--- src/design/chn_reg_pkg.sv ---
package chn_reg_pkg;

  localparam logic [1:0] HTRANS_NONSEQ = 2'b10;
  localparam logic [1:0] HTRANS_SEQ    = 2'b11;

  localparam int ADDR_DEC_W = 10; // Low address bits seen by the decoder
  localparam int DATA_W     = 32;

  localparam logic [ADDR_DEC_W-1:0] OFS_SARN       = 10'h000;
  localparam logic [ADDR_DEC_W-1:0] OFS_DARN       = 10'h004;
  localparam logic [ADDR_DEC_W-1:0] OFS_CTRL_A     = 10'h008;
  localparam logic [ADDR_DEC_W-1:0] OFS_CTRL_B     = 10'h00c;
  localparam logic [ADDR_DEC_W-1:0] OFS_INT_MASK   = 10'h010;
  localparam logic [ADDR_DEC_W-1:0] OFS_INT_STATUS = 10'h014;
  localparam logic [ADDR_DEC_W-1:0] OFS_INT_CLEAR  = 10'h018;
  localparam logic [ADDR_DEC_W-1:0] OFS_SOFT_REQ   = 10'h01c;
  localparam logic [ADDR_DEC_W-1:0] OFS_CHN_EN     = 10'h020;
  localparam logic [ADDR_DEC_W-1:0] OFS_GRPLEN_EXT = 10'h024;

  // Bit positions in the one-hot select vectors
  localparam int REG_SARN       = 0;
  localparam int REG_DARN       = 1;
  localparam int REG_CTRL_A     = 2;
  localparam int REG_CTRL_B     = 3;
  localparam int REG_INT_MASK   = 4;
  localparam int REG_INT_STATUS = 5;
  localparam int REG_INT_CLEAR  = 6;
  localparam int REG_SOFT_REQ   = 7;
  localparam int REG_CHN_EN     = 8;
  localparam int REG_GRPLEN_EXT = 9;
  localparam int NUM_REGS       = 10;

  localparam int BLOCK_TL_W  = 12;
  localparam int GROUP_LEN_W = 6;
  localparam int GRPLEN_LO_W = 4; // Part of group_len held in CTRL_A
  localparam int GRPLEN_HI_W = GROUP_LEN_W - GRPLEN_LO_W;
  localparam int CHINTMDC_W  = 3;
  localparam int INC_W       = 2;
  localparam int TR_WIDTH_W  = 2;
  localparam int TRGTMDC_W   = 2;
  localparam int PROTCTL_W   = 4;

  localparam int CA_DGRPADDRC        = 31;
  localparam int CA_SGRPADDRC        = 29;
  localparam int CA_GRPMC            = 28;
  localparam int CA_CHINTMDC_LSB     = 24;
  localparam int CA_BLOCK_TL_LSB     = 12;
  localparam int CA_GROUP_LEN_LSB    = 8;
  localparam int CA_SINC_LSB         = 6;
  localparam int CA_DINC_LSB         = 4;
  localparam int CA_SRC_TR_WIDTH_LSB = 2;
  localparam int CA_DST_TR_WIDTH_LSB = 0;

  localparam int GE_GROUP_LEN_LSB = 0; // Carries group_len bits 5:4

  localparam int CB_PROTCTL_LSB = 15;
  localparam int CB_ENDLAN      = 14;
  localparam int CB_SRCDTLGC    = 13;
  localparam int CB_TRGTMDC_LSB = 1;
  localparam int CB_INT_EN      = 0;

  localparam int CHN_EN_BIT   = 0;
  localparam int SOFT_REQ_BIT = 0;

  // Same positions in mask, status and clear
  localparam int INT_ERR      = 0;
  localparam int INT_TFR      = 1;
  localparam int INT_HTFR     = 2;
  localparam int INT_TRGETCMP = 3;
  localparam int NUM_INT      = 4;

endpackage

--- src/design/chn_ahb_decode.sv ---
`timescale 1ns/1ps

module chn_ahb_decode #(
  parameter logic [chn_reg_pkg::ADDR_DEC_W-1:0] CHN_BASE_ADDR = 10'h090
) (
  input  logic                              hclk,
  input  logic                              hrst_n,
  input  logic                              hsel,
  input  logic [1:0]                        htrans,
  input  logic [chn_reg_pkg::DATA_W-1:0]    haddr,
  input  logic                              hwrite,
  output logic [chn_reg_pkg::NUM_REGS-1:0]  wr_sel,
  output logic [chn_reg_pkg::NUM_REGS-1:0]  rd_sel
);

  import chn_reg_pkg::*;

  logic                  xfer_vld;
  logic [ADDR_DEC_W-1:0] dec_addr;
  logic [NUM_REGS-1:0]   addr_hit;
  logic [NUM_REGS-1:0]   wr_nxt;
  logic [NUM_REGS-1:0]   rd_nxt;

  // IDLE and BUSY transfers are ignored
  assign xfer_vld = hsel & ((htrans == HTRANS_NONSEQ) | (htrans == HTRANS_SEQ));
  assign dec_addr = haddr[ADDR_DEC_W-1:0];

  always_comb begin
    addr_hit[REG_SARN]       = (dec_addr == CHN_BASE_ADDR + OFS_SARN);
    addr_hit[REG_DARN]       = (dec_addr == CHN_BASE_ADDR + OFS_DARN);
    addr_hit[REG_CTRL_A]     = (dec_addr == CHN_BASE_ADDR + OFS_CTRL_A);
    addr_hit[REG_CTRL_B]     = (dec_addr == CHN_BASE_ADDR + OFS_CTRL_B);
    addr_hit[REG_INT_MASK]   = (dec_addr == CHN_BASE_ADDR + OFS_INT_MASK);
    addr_hit[REG_INT_STATUS] = (dec_addr == CHN_BASE_ADDR + OFS_INT_STATUS);
    addr_hit[REG_INT_CLEAR]  = (dec_addr == CHN_BASE_ADDR + OFS_INT_CLEAR);
    addr_hit[REG_SOFT_REQ]   = (dec_addr == CHN_BASE_ADDR + OFS_SOFT_REQ);
    addr_hit[REG_CHN_EN]     = (dec_addr == CHN_BASE_ADDR + OFS_CHN_EN);
    addr_hit[REG_GRPLEN_EXT] = (dec_addr == CHN_BASE_ADDR + OFS_GRPLEN_EXT);
  end

  always_comb begin
    wr_nxt = addr_hit & {NUM_REGS{xfer_vld & hwrite}};
    rd_nxt = addr_hit & {NUM_REGS{xfer_vld & ~hwrite}};
    wr_nxt[REG_INT_STATUS] = 1'b0; // Status is read-only
    rd_nxt[REG_INT_CLEAR]  = 1'b0; // Clear and soft request are write-only
    rd_nxt[REG_SOFT_REQ]   = 1'b0;
  end

  // Selects are valid during the data phase
  always_ff @(posedge hclk or negedge hrst_n) begin
    if (!hrst_n) begin
      wr_sel <= '0;
      rd_sel <= '0;
    end else begin
      wr_sel <= wr_nxt;
      rd_sel <= rd_nxt;
    end
  end

endmodule

--- src/design/chn_cfg_regs.sv ---
`timescale 1ns/1ps

module chn_cfg_regs (
  input  logic                               hclk,
  input  logic                               hrst_n,
  input  logic [chn_reg_pkg::NUM_REGS-1:0]   wr_sel,
  input  logic [chn_reg_pkg::NUM_REGS-1:0]   rd_sel,
  input  logic [chn_reg_pkg::DATA_W-1:0]     wdata,
  input  logic                               chnen_clr,
  output logic [chn_reg_pkg::DATA_W-1:0]     sarn,
  output logic [chn_reg_pkg::DATA_W-1:0]     darn,
  output logic                               dgrpaddrc,
  output logic                               sgrpaddrc,
  output logic                               grpmc,
  output logic                               endlan,
  output logic                               srcdtlgc,
  output logic                               int_en,
  output logic [chn_reg_pkg::CHINTMDC_W-1:0] chintmdc,
  output logic [chn_reg_pkg::BLOCK_TL_W-1:0] block_tl,
  output logic [chn_reg_pkg::GROUP_LEN_W-1:0] group_len,
  output logic [chn_reg_pkg::INC_W-1:0]      sinc,
  output logic [chn_reg_pkg::INC_W-1:0]      dinc,
  output logic [chn_reg_pkg::TR_WIDTH_W-1:0] src_tr_width,
  output logic [chn_reg_pkg::TR_WIDTH_W-1:0] dst_tr_width,
  output logic [chn_reg_pkg::TRGTMDC_W-1:0]  trgtmdc,
  output logic [chn_reg_pkg::PROTCTL_W-1:0]  protctl,
  output logic                               chnen,
  output logic                               sfwtrg,
  output logic [chn_reg_pkg::DATA_W-1:0]     rdata
);

  import chn_reg_pkg::*;

  logic              cfg_wr_ok;
  logic [DATA_W-1:0] ctrl_a_rd;
  logic [DATA_W-1:0] ctrl_b_rd;
  logic [DATA_W-1:0] grplen_rd;
  logic [DATA_W-1:0] chn_en_rd;

  assign cfg_wr_ok = ~chnen; // Configuration is frozen while the channel runs

  always_ff @(posedge hclk or negedge hrst_n) begin
    if (!hrst_n) begin
      sarn <= '0;
      darn <= '0;
    end else begin
      if (wr_sel[REG_SARN] && cfg_wr_ok)
        sarn <= wdata;
      if (wr_sel[REG_DARN] && cfg_wr_ok)
        darn <= wdata;
    end
  end

  // group_len is split over CTRL_A and GRPLEN_EXT
  always_ff @(posedge hclk or negedge hrst_n) begin
    if (!hrst_n) begin
      dgrpaddrc    <= 1'b0;
      sgrpaddrc    <= 1'b0;
      grpmc        <= 1'b0;
      chintmdc     <= '0;
      block_tl     <= '0;
      group_len    <= '0;
      sinc         <= '0;
      dinc         <= '0;
      src_tr_width <= '0;
      dst_tr_width <= '0;
    end else begin
      if (wr_sel[REG_CTRL_A] && cfg_wr_ok) begin
        dgrpaddrc    <= wdata[CA_DGRPADDRC];
        sgrpaddrc    <= wdata[CA_SGRPADDRC];
        grpmc        <= wdata[CA_GRPMC];
        chintmdc     <= wdata[CA_CHINTMDC_LSB +: CHINTMDC_W];
        block_tl     <= wdata[CA_BLOCK_TL_LSB +: BLOCK_TL_W];
        group_len[GRPLEN_LO_W-1:0] <= wdata[CA_GROUP_LEN_LSB +: GRPLEN_LO_W];
        sinc         <= wdata[CA_SINC_LSB +: INC_W];
        dinc         <= wdata[CA_DINC_LSB +: INC_W];
        src_tr_width <= wdata[CA_SRC_TR_WIDTH_LSB +: TR_WIDTH_W];
        dst_tr_width <= wdata[CA_DST_TR_WIDTH_LSB +: TR_WIDTH_W];
      end
      if (wr_sel[REG_GRPLEN_EXT] && cfg_wr_ok)
        group_len[GROUP_LEN_W-1:GRPLEN_LO_W] <= wdata[GE_GROUP_LEN_LSB +: GRPLEN_HI_W];
    end
  end

  always_ff @(posedge hclk or negedge hrst_n) begin
    if (!hrst_n) begin
      protctl  <= '0;
      endlan   <= 1'b0;
      srcdtlgc <= 1'b0;
      trgtmdc  <= '0;
      int_en   <= 1'b0;
    end else if (wr_sel[REG_CTRL_B] && cfg_wr_ok) begin
      protctl  <= wdata[CB_PROTCTL_LSB +: PROTCTL_W];
      endlan   <= wdata[CB_ENDLAN];
      srcdtlgc <= wdata[CB_SRCDTLGC];
      trgtmdc  <= wdata[CB_TRGTMDC_LSB +: TRGTMDC_W];
      int_en   <= wdata[CB_INT_EN];
    end
  end

  always_ff @(posedge hclk or negedge hrst_n) begin
    if (!hrst_n) begin
      chnen  <= 1'b0;
      sfwtrg <= 1'b0;
    end else begin
      if (wr_sel[REG_CHN_EN])
        chnen <= wdata[CHN_EN_BIT]; // Software write beats the FSM clear
      else if (chnen_clr)
        chnen <= 1'b0;
      sfwtrg <= wr_sel[REG_SOFT_REQ] & wdata[SOFT_REQ_BIT];
    end
  end

  always_comb begin
    ctrl_a_rd = '0;
    ctrl_a_rd[CA_DGRPADDRC] = dgrpaddrc;
    ctrl_a_rd[CA_SGRPADDRC] = sgrpaddrc;
    ctrl_a_rd[CA_GRPMC]     = grpmc;
    ctrl_a_rd[CA_CHINTMDC_LSB +: CHINTMDC_W]    = chintmdc;
    ctrl_a_rd[CA_BLOCK_TL_LSB +: BLOCK_TL_W]    = block_tl;
    ctrl_a_rd[CA_GROUP_LEN_LSB +: GRPLEN_LO_W]  = group_len[GRPLEN_LO_W-1:0];
    ctrl_a_rd[CA_SINC_LSB +: INC_W]             = sinc;
    ctrl_a_rd[CA_DINC_LSB +: INC_W]             = dinc;
    ctrl_a_rd[CA_SRC_TR_WIDTH_LSB +: TR_WIDTH_W] = src_tr_width;
    ctrl_a_rd[CA_DST_TR_WIDTH_LSB +: TR_WIDTH_W] = dst_tr_width;
  end

  always_comb begin
    ctrl_b_rd = '0;
    ctrl_b_rd[CB_PROTCTL_LSB +: PROTCTL_W] = protctl;
    ctrl_b_rd[CB_ENDLAN]                   = endlan;
    ctrl_b_rd[CB_SRCDTLGC]                 = srcdtlgc;
    ctrl_b_rd[CB_TRGTMDC_LSB +: TRGTMDC_W] = trgtmdc;
    ctrl_b_rd[CB_INT_EN]                   = int_en;
  end

  always_comb begin
    grplen_rd = '0;
    grplen_rd[GE_GROUP_LEN_LSB +: GRPLEN_HI_W] = group_len[GROUP_LEN_W-1:GRPLEN_LO_W];
    chn_en_rd = '0;
    chn_en_rd[CHN_EN_BIT] = chnen;
  end

  // Selects are one-hot so the terms never overlap
  assign rdata = ({DATA_W{rd_sel[REG_SARN]}}       & sarn)      |
                 ({DATA_W{rd_sel[REG_DARN]}}       & darn)      |
                 ({DATA_W{rd_sel[REG_CTRL_A]}}     & ctrl_a_rd) |
                 ({DATA_W{rd_sel[REG_CTRL_B]}}     & ctrl_b_rd) |
                 ({DATA_W{rd_sel[REG_GRPLEN_EXT]}} & grplen_rd) |
                 ({DATA_W{rd_sel[REG_CHN_EN]}}     & chn_en_rd);

endmodule

--- src/design/chn_int_ctrl.sv ---
`timescale 1ns/1ps

module chn_int_ctrl (
  input  logic                             hclk,
  input  logic                             hrst_n,
  input  logic [chn_reg_pkg::NUM_REGS-1:0] wr_sel,
  input  logic [chn_reg_pkg::NUM_REGS-1:0] rd_sel,
  input  logic [chn_reg_pkg::DATA_W-1:0]   wdata,
  input  logic                             int_en,
  input  logic                             err_vld,
  input  logic                             tfr_vld,
  input  logic                             htfr_vld,
  input  logic                             trgetcmp_vld,
  output logic                             irq,
  output logic [chn_reg_pkg::DATA_W-1:0]   rdata
);

  import chn_reg_pkg::*;

  logic [NUM_INT-1:0] int_evt;
  logic [NUM_INT-1:0] int_mask;
  logic [NUM_INT-1:0] int_status;
  logic [NUM_INT-1:0] int_clr;
  logic [DATA_W-1:0]  mask_rd;
  logic [DATA_W-1:0]  status_rd;

  always_comb begin
    int_evt[INT_ERR]      = err_vld;
    int_evt[INT_TFR]      = tfr_vld;
    int_evt[INT_HTFR]     = htfr_vld;
    int_evt[INT_TRGETCMP] = trgetcmp_vld;
  end

  always_ff @(posedge hclk or negedge hrst_n) begin
    if (!hrst_n)
      int_mask <= '0;
    else if (wr_sel[REG_INT_MASK])
      int_mask <= wdata[NUM_INT-1:0];
  end

  // Clear pulses last one cycle after the write
  always_ff @(posedge hclk or negedge hrst_n) begin
    if (!hrst_n)
      int_clr <= '0;
    else if (wr_sel[REG_INT_CLEAR])
      int_clr <= wdata[NUM_INT-1:0];
    else
      int_clr <= '0;
  end

  always_ff @(posedge hclk or negedge hrst_n) begin
    if (!hrst_n)
      int_status <= '0;
    else
      int_status <= (int_status & ~int_clr) | int_evt; // A new event beats a clear
  end

  assign irq = int_en & (|(int_status & int_mask));

  assign mask_rd   = {{(DATA_W-NUM_INT){1'b0}}, int_mask};
  assign status_rd = {{(DATA_W-NUM_INT){1'b0}}, int_status};

  assign rdata = ({DATA_W{rd_sel[REG_INT_MASK]}}   & mask_rd) |
                 ({DATA_W{rd_sel[REG_INT_STATUS]}} & status_rd);

endmodule

--- src/design/chn_reg_top.sv ---
`timescale 1ns/1ps

module chn_reg_top #(
  parameter logic [chn_reg_pkg::ADDR_DEC_W-1:0] CHN_BASE_ADDR = 10'h090
) (
  input  logic                                hclk,
  input  logic                                hrst_n,
  input  logic                                hsel,
  input  logic [1:0]                          htrans,
  input  logic [chn_reg_pkg::DATA_W-1:0]      haddr,
  input  logic                                hwrite,
  input  logic [chn_reg_pkg::DATA_W-1:0]      hwdata,
  output logic [chn_reg_pkg::DATA_W-1:0]      hrdata,
  input  logic                                chnen_clr,
  input  logic                                err_vld,
  input  logic                                tfr_vld,
  input  logic                                htfr_vld,
  input  logic                                trgetcmp_vld,
  output logic [chn_reg_pkg::DATA_W-1:0]      sarn,
  output logic [chn_reg_pkg::DATA_W-1:0]      darn,
  output logic                                dgrpaddrc,
  output logic                                sgrpaddrc,
  output logic                                grpmc,
  output logic                                endlan,
  output logic                                srcdtlgc,
  output logic [chn_reg_pkg::CHINTMDC_W-1:0]  chintmdc,
  output logic [chn_reg_pkg::BLOCK_TL_W-1:0]  block_tl,
  output logic [chn_reg_pkg::GROUP_LEN_W-1:0] group_len,
  output logic [chn_reg_pkg::INC_W-1:0]       sinc,
  output logic [chn_reg_pkg::INC_W-1:0]       dinc,
  output logic [chn_reg_pkg::TR_WIDTH_W-1:0]  src_tr_width,
  output logic [chn_reg_pkg::TR_WIDTH_W-1:0]  dst_tr_width,
  output logic [chn_reg_pkg::TRGTMDC_W-1:0]   trgtmdc,
  output logic [chn_reg_pkg::PROTCTL_W-1:0]   protctl,
  output logic                                chnen,
  output logic                                sfwtrg,
  output logic                                irq
);

  import chn_reg_pkg::*;

  logic [NUM_REGS-1:0] wr_sel;
  logic [NUM_REGS-1:0] rd_sel;
  logic                int_en;
  logic [DATA_W-1:0]   cfg_rdata;
  logic [DATA_W-1:0]   int_rdata;

  chn_ahb_decode #(
    .CHN_BASE_ADDR (CHN_BASE_ADDR)
  ) u_decode (
    .hclk   (hclk),
    .hrst_n (hrst_n),
    .hsel   (hsel),
    .htrans (htrans),
    .haddr  (haddr),
    .hwrite (hwrite),
    .wr_sel (wr_sel),
    .rd_sel (rd_sel)
  );

  chn_cfg_regs u_cfg_regs (
    .hclk         (hclk),
    .hrst_n       (hrst_n),
    .wr_sel       (wr_sel),
    .rd_sel       (rd_sel),
    .wdata        (hwdata), // Data phase write data goes straight to the registers
    .chnen_clr    (chnen_clr),
    .sarn         (sarn),
    .darn         (darn),
    .dgrpaddrc    (dgrpaddrc),
    .sgrpaddrc    (sgrpaddrc),
    .grpmc        (grpmc),
    .endlan       (endlan),
    .srcdtlgc     (srcdtlgc),
    .int_en       (int_en),
    .chintmdc     (chintmdc),
    .block_tl     (block_tl),
    .group_len    (group_len),
    .sinc         (sinc),
    .dinc         (dinc),
    .src_tr_width (src_tr_width),
    .dst_tr_width (dst_tr_width),
    .trgtmdc      (trgtmdc),
    .protctl      (protctl),
    .chnen        (chnen),
    .sfwtrg       (sfwtrg),
    .rdata        (cfg_rdata)
  );

  chn_int_ctrl u_int_ctrl (
    .hclk         (hclk),
    .hrst_n       (hrst_n),
    .wr_sel       (wr_sel),
    .rd_sel       (rd_sel),
    .wdata        (hwdata),
    .int_en       (int_en),
    .err_vld      (err_vld),
    .tfr_vld      (tfr_vld),
    .htfr_vld     (htfr_vld),
    .trgetcmp_vld (trgetcmp_vld),
    .irq          (irq),
    .rdata        (int_rdata)
  );

  assign hrdata = cfg_rdata | int_rdata; // Each block returns zero when not selected

endmodule

--- config.mk ---
export PLATFORM = sky130hd
export DESIGN_NAME = chn_reg_top
export DESIGN_NICKNAME = d
export VERILOG_FILES = /design/src/design/chn_reg_pkg.sv /design/src/design/chn_ahb_decode.sv /design/src/design/chn_cfg_regs.sv /design/src/design/chn_int_ctrl.sv /design/src/design/chn_reg_top.sv
export SDC_FILE = /design/constraint.sdc
export NUM_CORES = 1
export LEC_CHECK = 0
export BUFFER_PORTS_ARGS = -buffer_cell sky130_fd_sc_hd__buf_4
export CAP_MARGIN = 20
export CORE_MARGIN = 1.5
export CORE_UTILIZATION = 49
export CTS_CLUSTER_SIZE = 24
export DETAILED_ROUTE_END_ITERATION = 8
export PLACE_DENSITY = 0.87
export SYNTH_ARGS = -nofsm -noshare
export SYNTH_HDL_FRONTEND = slang
export SYNTH_SLANG_ARGS = --single-unit
export TNS_END_PERCENT = 50
--- constraint.sdc ---
create_clock -name hclk -period 1.9 [get_ports hclk]
set_input_delay 0.095 -clock hclk [delete_from_list [all_inputs] [get_ports hclk]]
set_output_delay 0.095 -clock hclk [all_outputs]
set_load 0.01 [all_outputs]
Yosys cells after proc, flatten, opt, wreduce, memory -nomap -nowiden
Cells that the tools add are included.
{ "word_totals": {"ram_bits": 0, "mem_bits_ro": 0, "memories": 0, "inputBits": 75, "latch_bits": 0, "regBits": 136} }
{ "classes": {"n_reduce_logical": 7, "n_addsub": 0, "shift": 0, "muxes": 3, "div_mod_pow": 0, "mul": 0, "bitwise": 29, "eq_ne": 12, "order_cmp": 0} }
{ "ops": {"columns": ["cell", "count"], "rows": [
  ["32-bit OR", 7],
  ["10-bit by 8-bit == test with 1-bit output, second input constant", 10],
  ["32-bit bitwise AND", 3],
  ["32-bit by 4-bit bitwise AND with 32-bit output", 2],
  ["32-bit by 1-bit bitwise AND with 32-bit output", 1],
  ["32-bit by 19-bit bitwise AND with 32-bit output", 1],
  ["32-bit by 2-bit bitwise AND with 32-bit output", 1],
  ["10-bit bitwise AND", 2],
  ["4-bit bitwise AND", 2],
  ["1-bit bitwise AND", 5],
  ["1-bit logical AND", 5],
  ["2-bit == test, second input constant", 2],
  ["4-bit 2-to-1 mux", 1],
  ["4-bit NOT", 1],
  ["4-bit OR", 1],
  ["4-bit OR reduction", 1],
  ["1-bit 2-to-1 mux", 2],
  ["1-bit NOT", 2],
  ["2-bit nonzero test", 1],
  ["1-bit OR", 1]
]} }

Depth between registers and ports, before layout
Gate-level depths: netlist of run 1.
{ "depth": {"word_depth": 7, "ltp_mapped": 4, "ltp_nobuf": 2} }

Hierarchy
A second synthesis of run 1 with hierarchy kept.
{ "hier_totals": {"cells_unflattened": 463, "hier_area_um2": 6092.1} }
{ "modules_own_cells": {"columns": ["mod", "cells_each", "n_inst", "area_each_um2", "seq_area_each_um2"], "rows": [
  ["chn_cfg_regs", 315, 1, 4535.6, 2677.6],
  ["chn_int_ctrl", 64, 1, 686.9, 300.3],
  ["chn_ahb_decode", 52, 1, 669.4, 425.4],
  ["chn_reg_top", 32, 1, 200.2, 0.0]
]} }

Least setup slack after synthesis of run 1
No wires, ideal clock.
{ "synth_timing": {"kind": "register -> register", "from": "reg u_cfg_regs.chnen", "to": "reg u_cfg_regs.darn[10] (netlist name)", "path_slack_ps": 469, "required_time_ps": 1775, "path_stages_with_launch": 5, "n_path_buf": 2, "setup_time_ps": 125, "t_arrival_ps": 1306, "cell_sequence": "dfrtp_1 > nor2b_1 > clkbuf_1 > buf_2 > mux2_2"} }
{ "synth_between": {"elab_chain_cells": 2} }
{ "synth_rtl": {"columns": ["item", "line_no", "text"], "rows": [
  ["start: declaration", "chn_cfg_regs.sv:27", "output logic chnen,"],
  ["start signal: assignment", "chn_cfg_regs.sv:107", "chnen <= wdata[CHN_EN_BIT];"],
  ["1-bit NOT", "chn_cfg_regs.sv:40", "assign cfg_wr_ok = ~chnen;"],
  ["1-bit logical AND", "chn_cfg_regs.sv:49", "if (wr_sel[REG_DARN] && cfg_wr_ok)"],
  ["end signal: assignment", "chn_cfg_regs.sv:50", "darn <= wdata;"],
  ["end: declaration", "chn_cfg_regs.sv:11", "output logic [chn_reg_pkg::DATA_W-1:0] darn,"]
]} }
Every way passes these cells.
A chain may end at the register's enable or synchronous reset.

Worst setup path in the final report of run 1
{ "layout_timing": {"from": "reg u_decode.rd_sel[2] (netlist name)", "to": "out hrdata[29] (netlist name)"} }
{ "layout_between": {"elab_chain_cells": 6} }
{ "layout_rtl": {"columns": ["item", "line_no", "text"], "rows": [
  ["start: declaration", "chn_ahb_decode.sv:13", "output logic [chn_reg_pkg::NUM_REGS-1:0] rd_sel"],
  ["start signal: assignment", "chn_ahb_decode.sv:56", "rd_sel <= rd_nxt;"],
  ["32-bit bitwise AND", "chn_cfg_regs.sv:147", "({DATA_W{rd_sel[REG_CTRL_A]}} & ctrl_a_rd) |"],
  ["32-bit OR", "chn_cfg_regs.sv:146", "({DATA_W{rd_sel[REG_DARN]}} & darn) |"],
  ["32-bit OR", "chn_cfg_regs.sv:147", null],
  ["32-bit OR", "chn_cfg_regs.sv:148", "({DATA_W{rd_sel[REG_CTRL_B]}} & ctrl_b_rd) |"],
  ["32-bit OR", "chn_cfg_regs.sv:149", "({DATA_W{rd_sel[REG_GRPLEN_EXT]}} & grplen_rd) |"],
  ["32-bit OR", "chn_reg_top.sv:105", "assign hrdata = cfg_rdata | int_rdata;"],
  ["end: declaration", "chn_reg_top.sv:13", "output logic [chn_reg_pkg::DATA_W-1:0] hrdata,"]
]} }
Every way passes these cells.

==> Implementation_results.wiki, run 1 <==
{| class="wikitable"
! Metric !! Value
|-
| Outcome || finished clean
|-
| Static power due to leakage || 4.39 nW
|-
| Max-cap check violation count || 0
|-
| Fraction of final layout cells with drive strength greater than 1 || between 50% and 60%
|-
| Via-per-instance ratio || ~5.7
|-
| Number of clock buffers inserted by TritonCTS || 17
|-
| Crit path time final || approximately 1.8 ns
|-
| Worst min-delay path category || in2reg
|-
| Count of unresolved DRC violations after routing || 0
|-
| Reg2reg start || u_cfg_regs.chnen$_DFFE_PN0P_
|-
| Clock network latency to the later pin of the worst-skew pair || 0.41 ns
|-
| Most instantiated cells after synthesis || 136 x sky130_fd_sc_hd__dfrtp_1, 104 x sky130_fd_sc_hd__mux2_2, 24 x sky130_fd_sc_hd__a22oi_1, 24 x sky130_fd_sc_hd__inv_1, 22 x sky130_fd_sc_hd__a222oi_1
|-
| Count of filler cells inserted in the layout || roughly 660
|-
| First-iteration detailed-routing DRC count || around 370
|-
| Top area cells in the synthesized netlist || sky130_fd_sc_hd__dfrtp_1 61%, sky130_fd_sc_hd__mux2_2 21%, sky130_fd_sc_hd__a222oi_1 3.9%, sky130_fd_sc_hd__a22oi_1 3.2%, sky130_fd_sc_hd__nor4_1 1.9%
|-
| Simple-gate portion of the synthesized area || 5.33%
|-
| Global-route wire length before repair || 24,200 µm
|-
| Final number of setup-violating endpoints || 0
|-
| 1st-pass router iterations || 6
|-
| Max Root-Sink Buffers || 2
|-
| Pwr Density || 791 mW/mm²
|-
| Crit-path max FO || 21
|-
| Worst r2r path cells || 3
|-
| Total count of max-transition violations in the final report || 0
|-
| Number of synthesized flops with an enable pin || 0
|-
| Number of vias after detailed routing || around 4,500
|-
| Critical path cell sequence || buf_12, a222oi_1, inv_1, buf_4
|-
| Endpoint class of the critical path || primary output
|-
| Max transition margin || 66.4%
|-
| Period utilization || 96.1%
|-
| Number of levels the H-tree was split into || 4
|-
| FF-to-FF setup slack || about 0.31 ns
|-
| Share of synthesized area occupied by flip-flops and latches || 60.7%
|-
| Tightest Pin Transition || 0.504 ns
|-
| Post-DP HPWL || 10,500 µm
|-
| Area of the placeable core || around 0.011 mm²
|-
| Initial antenna violation count || 0
|-
| CTS Sinks || 136
|-
| Met3 Track Usage GR || 5.29%
|-
| Max stage delay cell, worst path || sky130_fd_sc_hd__dfrtp_2
|-
| Number of diodes added for antenna fixing || 0
|-
| Finished layout cell area || 0.00829 mm²
|-
| Power consumption || between 0.006 and 0.007 W
|-
| Final number of hold-violating endpoints || 0
|-
| Xor and xnor area share after synthesis || 0%
|-
| R2r endpoint || u_cfg_regs.sarn[15]$_DFFE_PN0P_
|-
| Worst vdd rail ir drop || approximately 0.6 mV
|-
| Grt total ovfl || 0
|-
| Post-synthesis cell type count || 27
|-
| Fin nets || 712
|-
| Min-Delay Startpoint || haddr[5]
|-
| Clock root buffer master || sky130_fd_sc_hd__clkbuf_16
|-
| Area fraction in compound gates after synthesis || just over 8%
|-
| Async SR Flop Fraction || between 90% and 100%
|-
| Nets in the synthesized netlist || roughly 470
|-
| Number of nets with antenna violations after detailed routing || 0
|-
| Most numerous cell in the Yosys netlist || sky130_fd_sc_hd__dfrtp_1
|-
| Maximum single-stage delay on the critical path || 0.53 ns
|-
| Max Clock Skew || 0.00924 ns
|-
| Post-Syn Area || 0.00561 mm²
|-
| Global routing usage on met2 || 48.2%
|-
| Proportion of synthesized area in mux cells || 21.9%
|-
| Kind of cell adding the most delay to the critical path || flip-flops
|-
| Area growth from synthesis to final layout || 47.7%
|-
| Port buffer count || 190
|-
| Post-synthesis instance total || 398
|-
| Worst hold path endpoint || u_decode.wr_sel[9]$_DFF_PN0_
|-
| Max Clk Rate || approximately 550 MHz
|-
| Number of placement rows || 38
|-
| Post-synthesis adder-cell area fraction || 0%
|-
| Worst Hold Path Cells || 3
|-
| Final wirelength || around 16,000 µm
|-
| GRT Overall Usage || 27.3%
|-
| Die Area || ~0.012 mm²
|-
| Post-Route Hold Slack || 0.0292 ns
|-
| Pin count of the biggest net entering global routing || 63
|-
| Predominant post-synthesis flop cell || sky130_fd_sc_hd__dfrtp_1
|-
| Flops & latches, synth || 136
|-
| Number of buffers added for setup after CTS || 0
|-
| Global placer's final weighted congestion || 0.875
|-
| Clock tree from TritonCTS || yes
|-
| Required time of the critical path || 1.80 ns
|-
| CP Launch Type || flip-flop
|-
| Setup CP Type || reg2out
|-
| Fin Setup TNS || 0 ns
|-
| Detail-routed net length per standard cell || just over 20 µm
|-
| Clk slew on worst S/H paths || 0.06 ns
|-
| RSZ-0062 raised after global routing || false
|-
| Worst Path Arrival || roughly 1.7 ns
|-
| Number of global-route vias before repair || 4,590
|-
| Vertical extent of the die || approximately 110 µm
|-
| Number of warning messages in the yosys log || 0
|-
| Largest family of logic cells by synthesized area || multiplexers
|-
| Layer with the highest usage after global routing || met2
|-
| DIE WIDTH || 110 µm
|-
| Fraction of synthesized cell area taken by the top area cell type || 60.7%
|-
| Cell taking the most area after synthesis || sky130_fd_sc_hd__dfrtp_1
|-
| I/O pins || 214
|-
| Effective utilization at floorplan || 51.1%
|-
| Cell area after placement || 0.00726 mm²
|-
| Synthesized area per cell || 14.1 µm²
|-
| Buffering stage count on the worst path with inverters included || 3
|-
| Met1 Resource Use GR || 31.8%
|}
[worst max-delay path by stage]
stage / from / endpoint / slack [ns] / cells past startpoint
after floorplan: u_cfg_regs.chnen$_DFFE_PN0P_ / u_cfg_regs.darn[10]$_DFFE_PN0P_ / 0.47 / 4
after global placement: u_cfg_regs.chnen$_DFFE_PN0P_ / u_cfg_regs.sarn[9]$_DFFE_PN0P_ / 0.39 / 3
after detailed placement: haddr[6] / u_decode.wr_sel[7]$_DFF_PN0_ / 0.28 / 3
after CTS: u_decode.rd_sel[2]$_DFF_PN0_ / hrdata[21] / 0.07 / 4
after global routing: u_decode.rd_sel[2]$_DFF_PN0_ / hrdata[31] / 0.007 / 4
final: u_decode.rd_sel[2]$_DFF_PN0_ / hrdata[29] / 0.07 / 4
[cell type report]
| class | count | area (µm²) | area share (%) |
|---|---|---|---|
| Sequential cell | 136 | 3400 | 41.1 |
| Multi-Input combinational cell | 212 | 2010 | 24.3 |
| Timing Repair Buffer | 246 | 2000 | 24.2 |
| Clock buffer | 22 | 484 | 5.84 |
| Tap cell | 140 | 175 | 2.11 |
| Clock inverter | 8 | 120 | 1.45 |
| Inverter | 24 | 90.1 | 1.09 |
[cell families (layout without fill, tap and decap cells)]
kind of cell / count (synthesis) / count (layout)
mux: 109 / 109
buf+inv: 50 / 300
flops: 136 / 136
simple gates: 49 / 49
compound gates: 54 / 54
[metal layers]
layer | up-vias | share of wire, % | wire [µm]
li1 | 1964 | - | -
met1 | 2264 | 39 | 6260
met2 | 236 | 53 | 8540
met3 | 38 | 6.2 | 1010
met4 | 0 | 2.5 | 407
met5 | - | 0 | 0
[registers in the layout, summed over array words and instances, names as in the netlist, 2 cells and up]
signal	count
u_cfg_regs.protctl	4
u_cfg_regs.chintmdc	3
u_cfg_regs.sinc	2
u_int_ctrl.int_clr	4
u_cfg_regs.dst_tr_width	2
u_cfg_regs.src_tr_width	2
u_cfg_regs.block_tl	12
u_decode.wr_sel	9
u_cfg_regs.group_len	6
u_int_ctrl.int_mask	4
u_int_ctrl.int_status	4
u_cfg_regs.dinc	2
u_cfg_regs.trgtmdc	2
u_cfg_regs.sarn	32
u_decode.rd_sel	8
u_cfg_regs.darn	32
[per-stage QoR]
step           util (%)  setup WS (ns)  std cells
5_1_grt            75.4        0.00658        788
4_1_cts            75.4         0.0732        788
6_report           75.4         0.0744        788
2_1_floorplan         -          0.469        398
3_5_place_dp       66.1          0.281        716
3_3_place_gp       66.1          0.393        716
[where the power goes]
| group | switching (W) | leakage [nW] | internal, W |
|---|---|---|---|
| clock | 0.00115 | 0.294 | 0.00218 |
| sequential | 0.0000114 | 1.87 | 0.00291 |
| combinational | 0.000144 | 2.23 | 0.000160 |
[cell usage in the layout (no fill, tap or decap), types with 2 or more instances in the layout]
cell type | synthesis | routed
sky130_fd_sc_hd__a22o_1 | 2 | 2
sky130_fd_sc_hd__mux2_2 | 104 | 104
sky130_fd_sc_hd__nor4_1 | 17 | 17
sky130_fd_sc_hd__a21o_1 | 4 | 4
sky130_fd_sc_hd__nand2b_1 | 4 | 4
sky130_fd_sc_hd__mux2_1 | 5 | 5
sky130_fd_sc_hd__dlygate4sd3_1 | 0 | 42
sky130_fd_sc_hd__nand3_1 | 3 | 3
sky130_fd_sc_hd__clkinv_2 | 0 | 3
sky130_fd_sc_hd__a22oi_1 | 24 | 24
sky130_fd_sc_hd__clkbuf_16 | 0 | 17
sky130_fd_sc_hd__dfrtp_1 | 136 | 135
sky130_fd_sc_hd__buf_4 | 0 | 200
sky130_fd_sc_hd__nand2_1 | 9 | 9
sky130_fd_sc_hd__inv_1 | 24 | 24
sky130_fd_sc_hd__bufinv_16 | 0 | 3
sky130_fd_sc_hd__a222oi_1 | 22 | 22
sky130_fd_sc_hd__clkbuf_8 | 0 | 4
sky130_fd_sc_hd__or4b_2 | 2 | 2
sky130_fd_sc_hd__and2_1 | 5 | 5
sky130_fd_sc_hd__nor2b_4 | 0 | 3
sky130_fd_sc_hd__buf_12 | 0 | 4
sky130_fd_sc_hd__clkinvlp_4 | 0 | 2
[worst reg2reg max path, cell delays in order, from the launching register on]
cell	delay [ns]
sky130_fd_sc_hd__dfrtp_1	0.55
sky130_fd_sc_hd__nor2b_4	0.19
sky130_fd_sc_hd__buf_4	0.33
sky130_fd_sc_hd__mux2_2	0.39
[timing repair]
| action | in CTS | in global routing |
|---|---|---|
| gates resized for setup | 1 | 0 |
| endpoints found under the setup margin | 3 | 1 |
| pin swaps | 0 | 1 |
| endpoints found under the hold margin | 150 | 0 |
| hold buffers | 42 | 0 |
(Power assumes the default switching activity.)
==> inputs of run 2 (changes only) <==
Settings changed: MAX_ROUTING_LAYER set to met4.
==> run 2 against run 1 <==
Die area unchanged. Worst setup slack barely moved. Sequential share of layout area unchanged. Non-clock buffer count unchanged.
==> Implementation_results.wiki, run 2 (synthesis gave the netlist of run 1 again) <==
{| class="wikitable"
! Metric !! Value
|-
| Outcome || finished clean (unchanged)
|-
| Detail-routed net length per standard cell || 20.6 µm (about the same)
|-
| Crit-path max FO || 21 (unchanged)
|-
| CP Launch Type || flip-flop (unchanged)
|-
| R2r endpoint || u_cfg_regs.sarn[24]$_DFFE_PN0P_ (was u_cfg_regs.sarn[15]$_DFFE_PN0P_)
|-
| Grt total ovfl || 0 (unchanged)
|-
| Number of placement rows || 38 (unchanged)
|-
| Total count of max-transition violations in the final report || 0 (unchanged)
|-
| RSZ-0062 raised after global routing || false (unchanged)
|-
| Worst Hold Path Cells || 3 (unchanged)
|-
| Die Area || 0.0121 mm² (unchanged)
|-
| Clock root buffer master || sky130_fd_sc_hd__clkbuf_16 (unchanged)
|-
| Fraction of final layout cells with drive strength greater than 1 || 52.9% (unchanged)
|-
| Fin Setup TNS || 0 ns (unchanged)
|-
| Fin nets || 712 (unchanged)
|-
| Global-route wire length before repair || 24,200 µm (about the same)
|-
| Number of levels the H-tree was split into || 4 (unchanged)
|-
| Clock tree from TritonCTS || yes (unchanged)
|-
| Vertical extent of the die || 110 µm (unchanged)
|-
| Pwr Density || 791 mW/mm² (about the same)
|-
| Static power due to leakage || 4.39 nW (unchanged)
|-
| Clock network latency to the later pin of the worst-skew pair || 0.41 ns (about the same)
|-
| Number of nets with antenna violations after detailed routing || 0 (unchanged)
|-
| Number of vias after detailed routing || 4,536 (was 4,502)
|-
| First-iteration detailed-routing DRC count || 409 (was 369)
|-
| CTS Sinks || 136 (unchanged)
|-
| Area growth from synthesis to final layout || 47.7% (unchanged)
|-
| Final number of hold-violating endpoints || 0 (unchanged)
|-
| Min-Delay Startpoint || haddr[5] (unchanged)
|-
| Global routing usage on met2 || 48.2% (about the same)
|-
| GRT Overall Usage || 28.1% (was 27.3%)
|-
| Worst vdd rail ir drop || 0.603 mV (was 0.599 mV)
|-
| Pin count of the biggest net entering global routing || 63 (unchanged)
|-
| Met3 Track Usage GR || 5.17% (was 5.29%)
|-
| Global placer's final weighted congestion || 0.890 (was 0.875)
|-
| Count of unresolved DRC violations after routing || 0 (unchanged)
|-
| DIE WIDTH || 110 µm (unchanged)
|-
| 1st-pass router iterations || 7 (was 6)
|-
| Clk slew on worst S/H paths || 0.06 ns (about the same)
|-
| Initial antenna violation count || 0 (unchanged)
|-
| Effective utilization at floorplan || 51.1% (unchanged)
|-
| Port buffer count || 190 (unchanged)
|-
| Commonest non-fill, non-tap cells in the layout || 200 x sky130_fd_sc_hd__buf_4, 135 x sky130_fd_sc_hd__dfrtp_1, 104 x sky130_fd_sc_hd__mux2_2 (unchanged)
|-
| Worst Path Arrival || 1.73 ns (about the same)
|-
| Post-DP HPWL || 10,500 µm (unchanged)
|-
| Worst min-delay path category || in2reg (unchanged)
|-
| FF-to-FF setup slack || 0.32 ns (was 0.31 ns)
|-
| Worst r2r path cells || 3 (unchanged)
|-
| Worst hold path endpoint || u_decode.wr_sel[9]$_DFF_PN0_ (unchanged)
|-
| Endpoint class of the critical path || primary output (unchanged)
|-
| Area of the placeable core || 0.0110 mm² (unchanged)
|-
| Max-cap check violation count || 0 (unchanged)
|-
| Met1 Resource Use GR || 31.8% (about the same)
|-
| Layer with the highest usage after global routing || met2 (unchanged)
|-
| Number of clock buffers inserted by TritonCTS || 17 (unchanged)
|-
| Tightest Pin Transition || 0.494 ns (was 0.504 ns)
|-
| Max Clock Skew || 0.00806 ns (was 0.00924 ns)
|-
| Final number of setup-violating endpoints || 0 (unchanged)
|-
| Final wirelength || 16,200 µm (about the same)
|-
| Number of global-route vias before repair || 4,599 (was 4,590)
|-
| Number of buffers added for setup after CTS || 0 (unchanged)
|-
| Most common library cell in the layout ignoring fill and taps || sky130_fd_sc_hd__buf_4 (unchanged)
|-
| Max transition margin || 67.1% (was 66.4%)
|-
| Crit path time final || 1.83 ns (about the same)
|-
| Number of diodes added for antenna fixing || 0 (unchanged)
|-
| Required time of the critical path || 1.80 ns (about the same)
|-
| Period utilization || 96.1% (about the same)
|-
| Max Clk Rate || 548 MHz (about the same)
|-
| I/O pins || 214 (unchanged)
|-
| Power consumption || 0.00656 W (was 0.00655 W)
|-
| Reg2reg start || u_cfg_regs.chnen$_DFFE_PN0P_ (unchanged)
|-
| Largest registers || u_cfg_regs.darn x32, u_cfg_regs.sarn x32, u_cfg_regs.block_tl x12 (unchanged)
|-
| Max Root-Sink Buffers || 2 (unchanged)
|-
| Via-per-instance ratio || 5.76 (was 5.71)
|-
| Setup CP Type || reg2out (unchanged)
|}
==> run 2: repair_timing <==
action,4_1_cts,5_1_grt
pin swaps,0,1
hold buffers,42,0
resized for setup,1,0
hold endpoints to repair,150,0
setup endpoints to repair,3,1
==> run 2: stage by stage <==
| step | hold slack (ns) | std cells | setup WS, ns | instance area (µm²) | utilization (%) |
|---|---|---|---|---|---|
| after floorplan | -0.201 | 398 | 0.469 | 5610 | - |
| after global placement | 0.0737 | 716 | 0.393 | 7260 | 66.1 |
| after detailed placement | 0.0762 | 716 | 0.281 | 7260 | 66.1 |
| after CTS | 0.00751 | 788 | 0.0732 | 8290 | 75.4 |
| after global routing | 0.0410 | 788 | 0.00544 | 8290 | 75.4 |
| final | 0.0252 | 788 | 0.0748 | 8290 | 75.4 |
==> run 2: worst max-delay path by stage <==
stage / endpoint / start / cells past startpoint
2_1_floorplan: u_cfg_regs.darn[10]$_DFFE_PN0P_ / u_cfg_regs.chnen$_DFFE_PN0P_ / 4
3_3_place_gp: u_cfg_regs.sarn[9]$_DFFE_PN0P_ / u_cfg_regs.chnen$_DFFE_PN0P_ / 3
3_5_place_dp: u_decode.wr_sel[7]$_DFF_PN0_ / haddr[6] / 3
4_1_cts: hrdata[21] / u_decode.rd_sel[2]$_DFF_PN0_ / 4
5_1_grt: hrdata[31] / u_decode.rd_sel[2]$_DFF_PN0_ / 4
6_report: hrdata[29] / u_decode.rd_sel[2]$_DFF_PN0_ / 4
==> run 2: area by class of cell <==
class / instances / area (µm²)
multi-input cells: 212 / 2010
well taps: 140 / 175
clock buffers: 22 / 484
flip-flops and latches: 136 / 3400
fillers: 662 / 2700
repair buffers: 246 / 2000
clock inverters: 8 / 120
inverters: 24 / 90.1
==> run 2: per-layer routing <==
metal / part of all wire, % / vias up
met1: 38 / 2303
met5: 0 / -
met4: 2.2 / 0
li1: - / 1962
met2: 53 / 237
met3: 6.2 / 34
==> run 2: critical path: stages, from the launching register on <==
cell and delay, ns:
sky130_fd_sc_hd__dfrtp_2 0.52, sky130_fd_sc_hd__buf_12 0.21, sky130_fd_sc_hd__a222oi_1 0.32, sky130_fd_sc_hd__inv_1 0.09
sky130_fd_sc_hd__buf_4 0.16
==> run 2: where the power goes <==
part	internal, W	switching, W
combinational	0.000160	0.000144
clock	0.00218	0.00115
sequential	0.00291	0.0000113
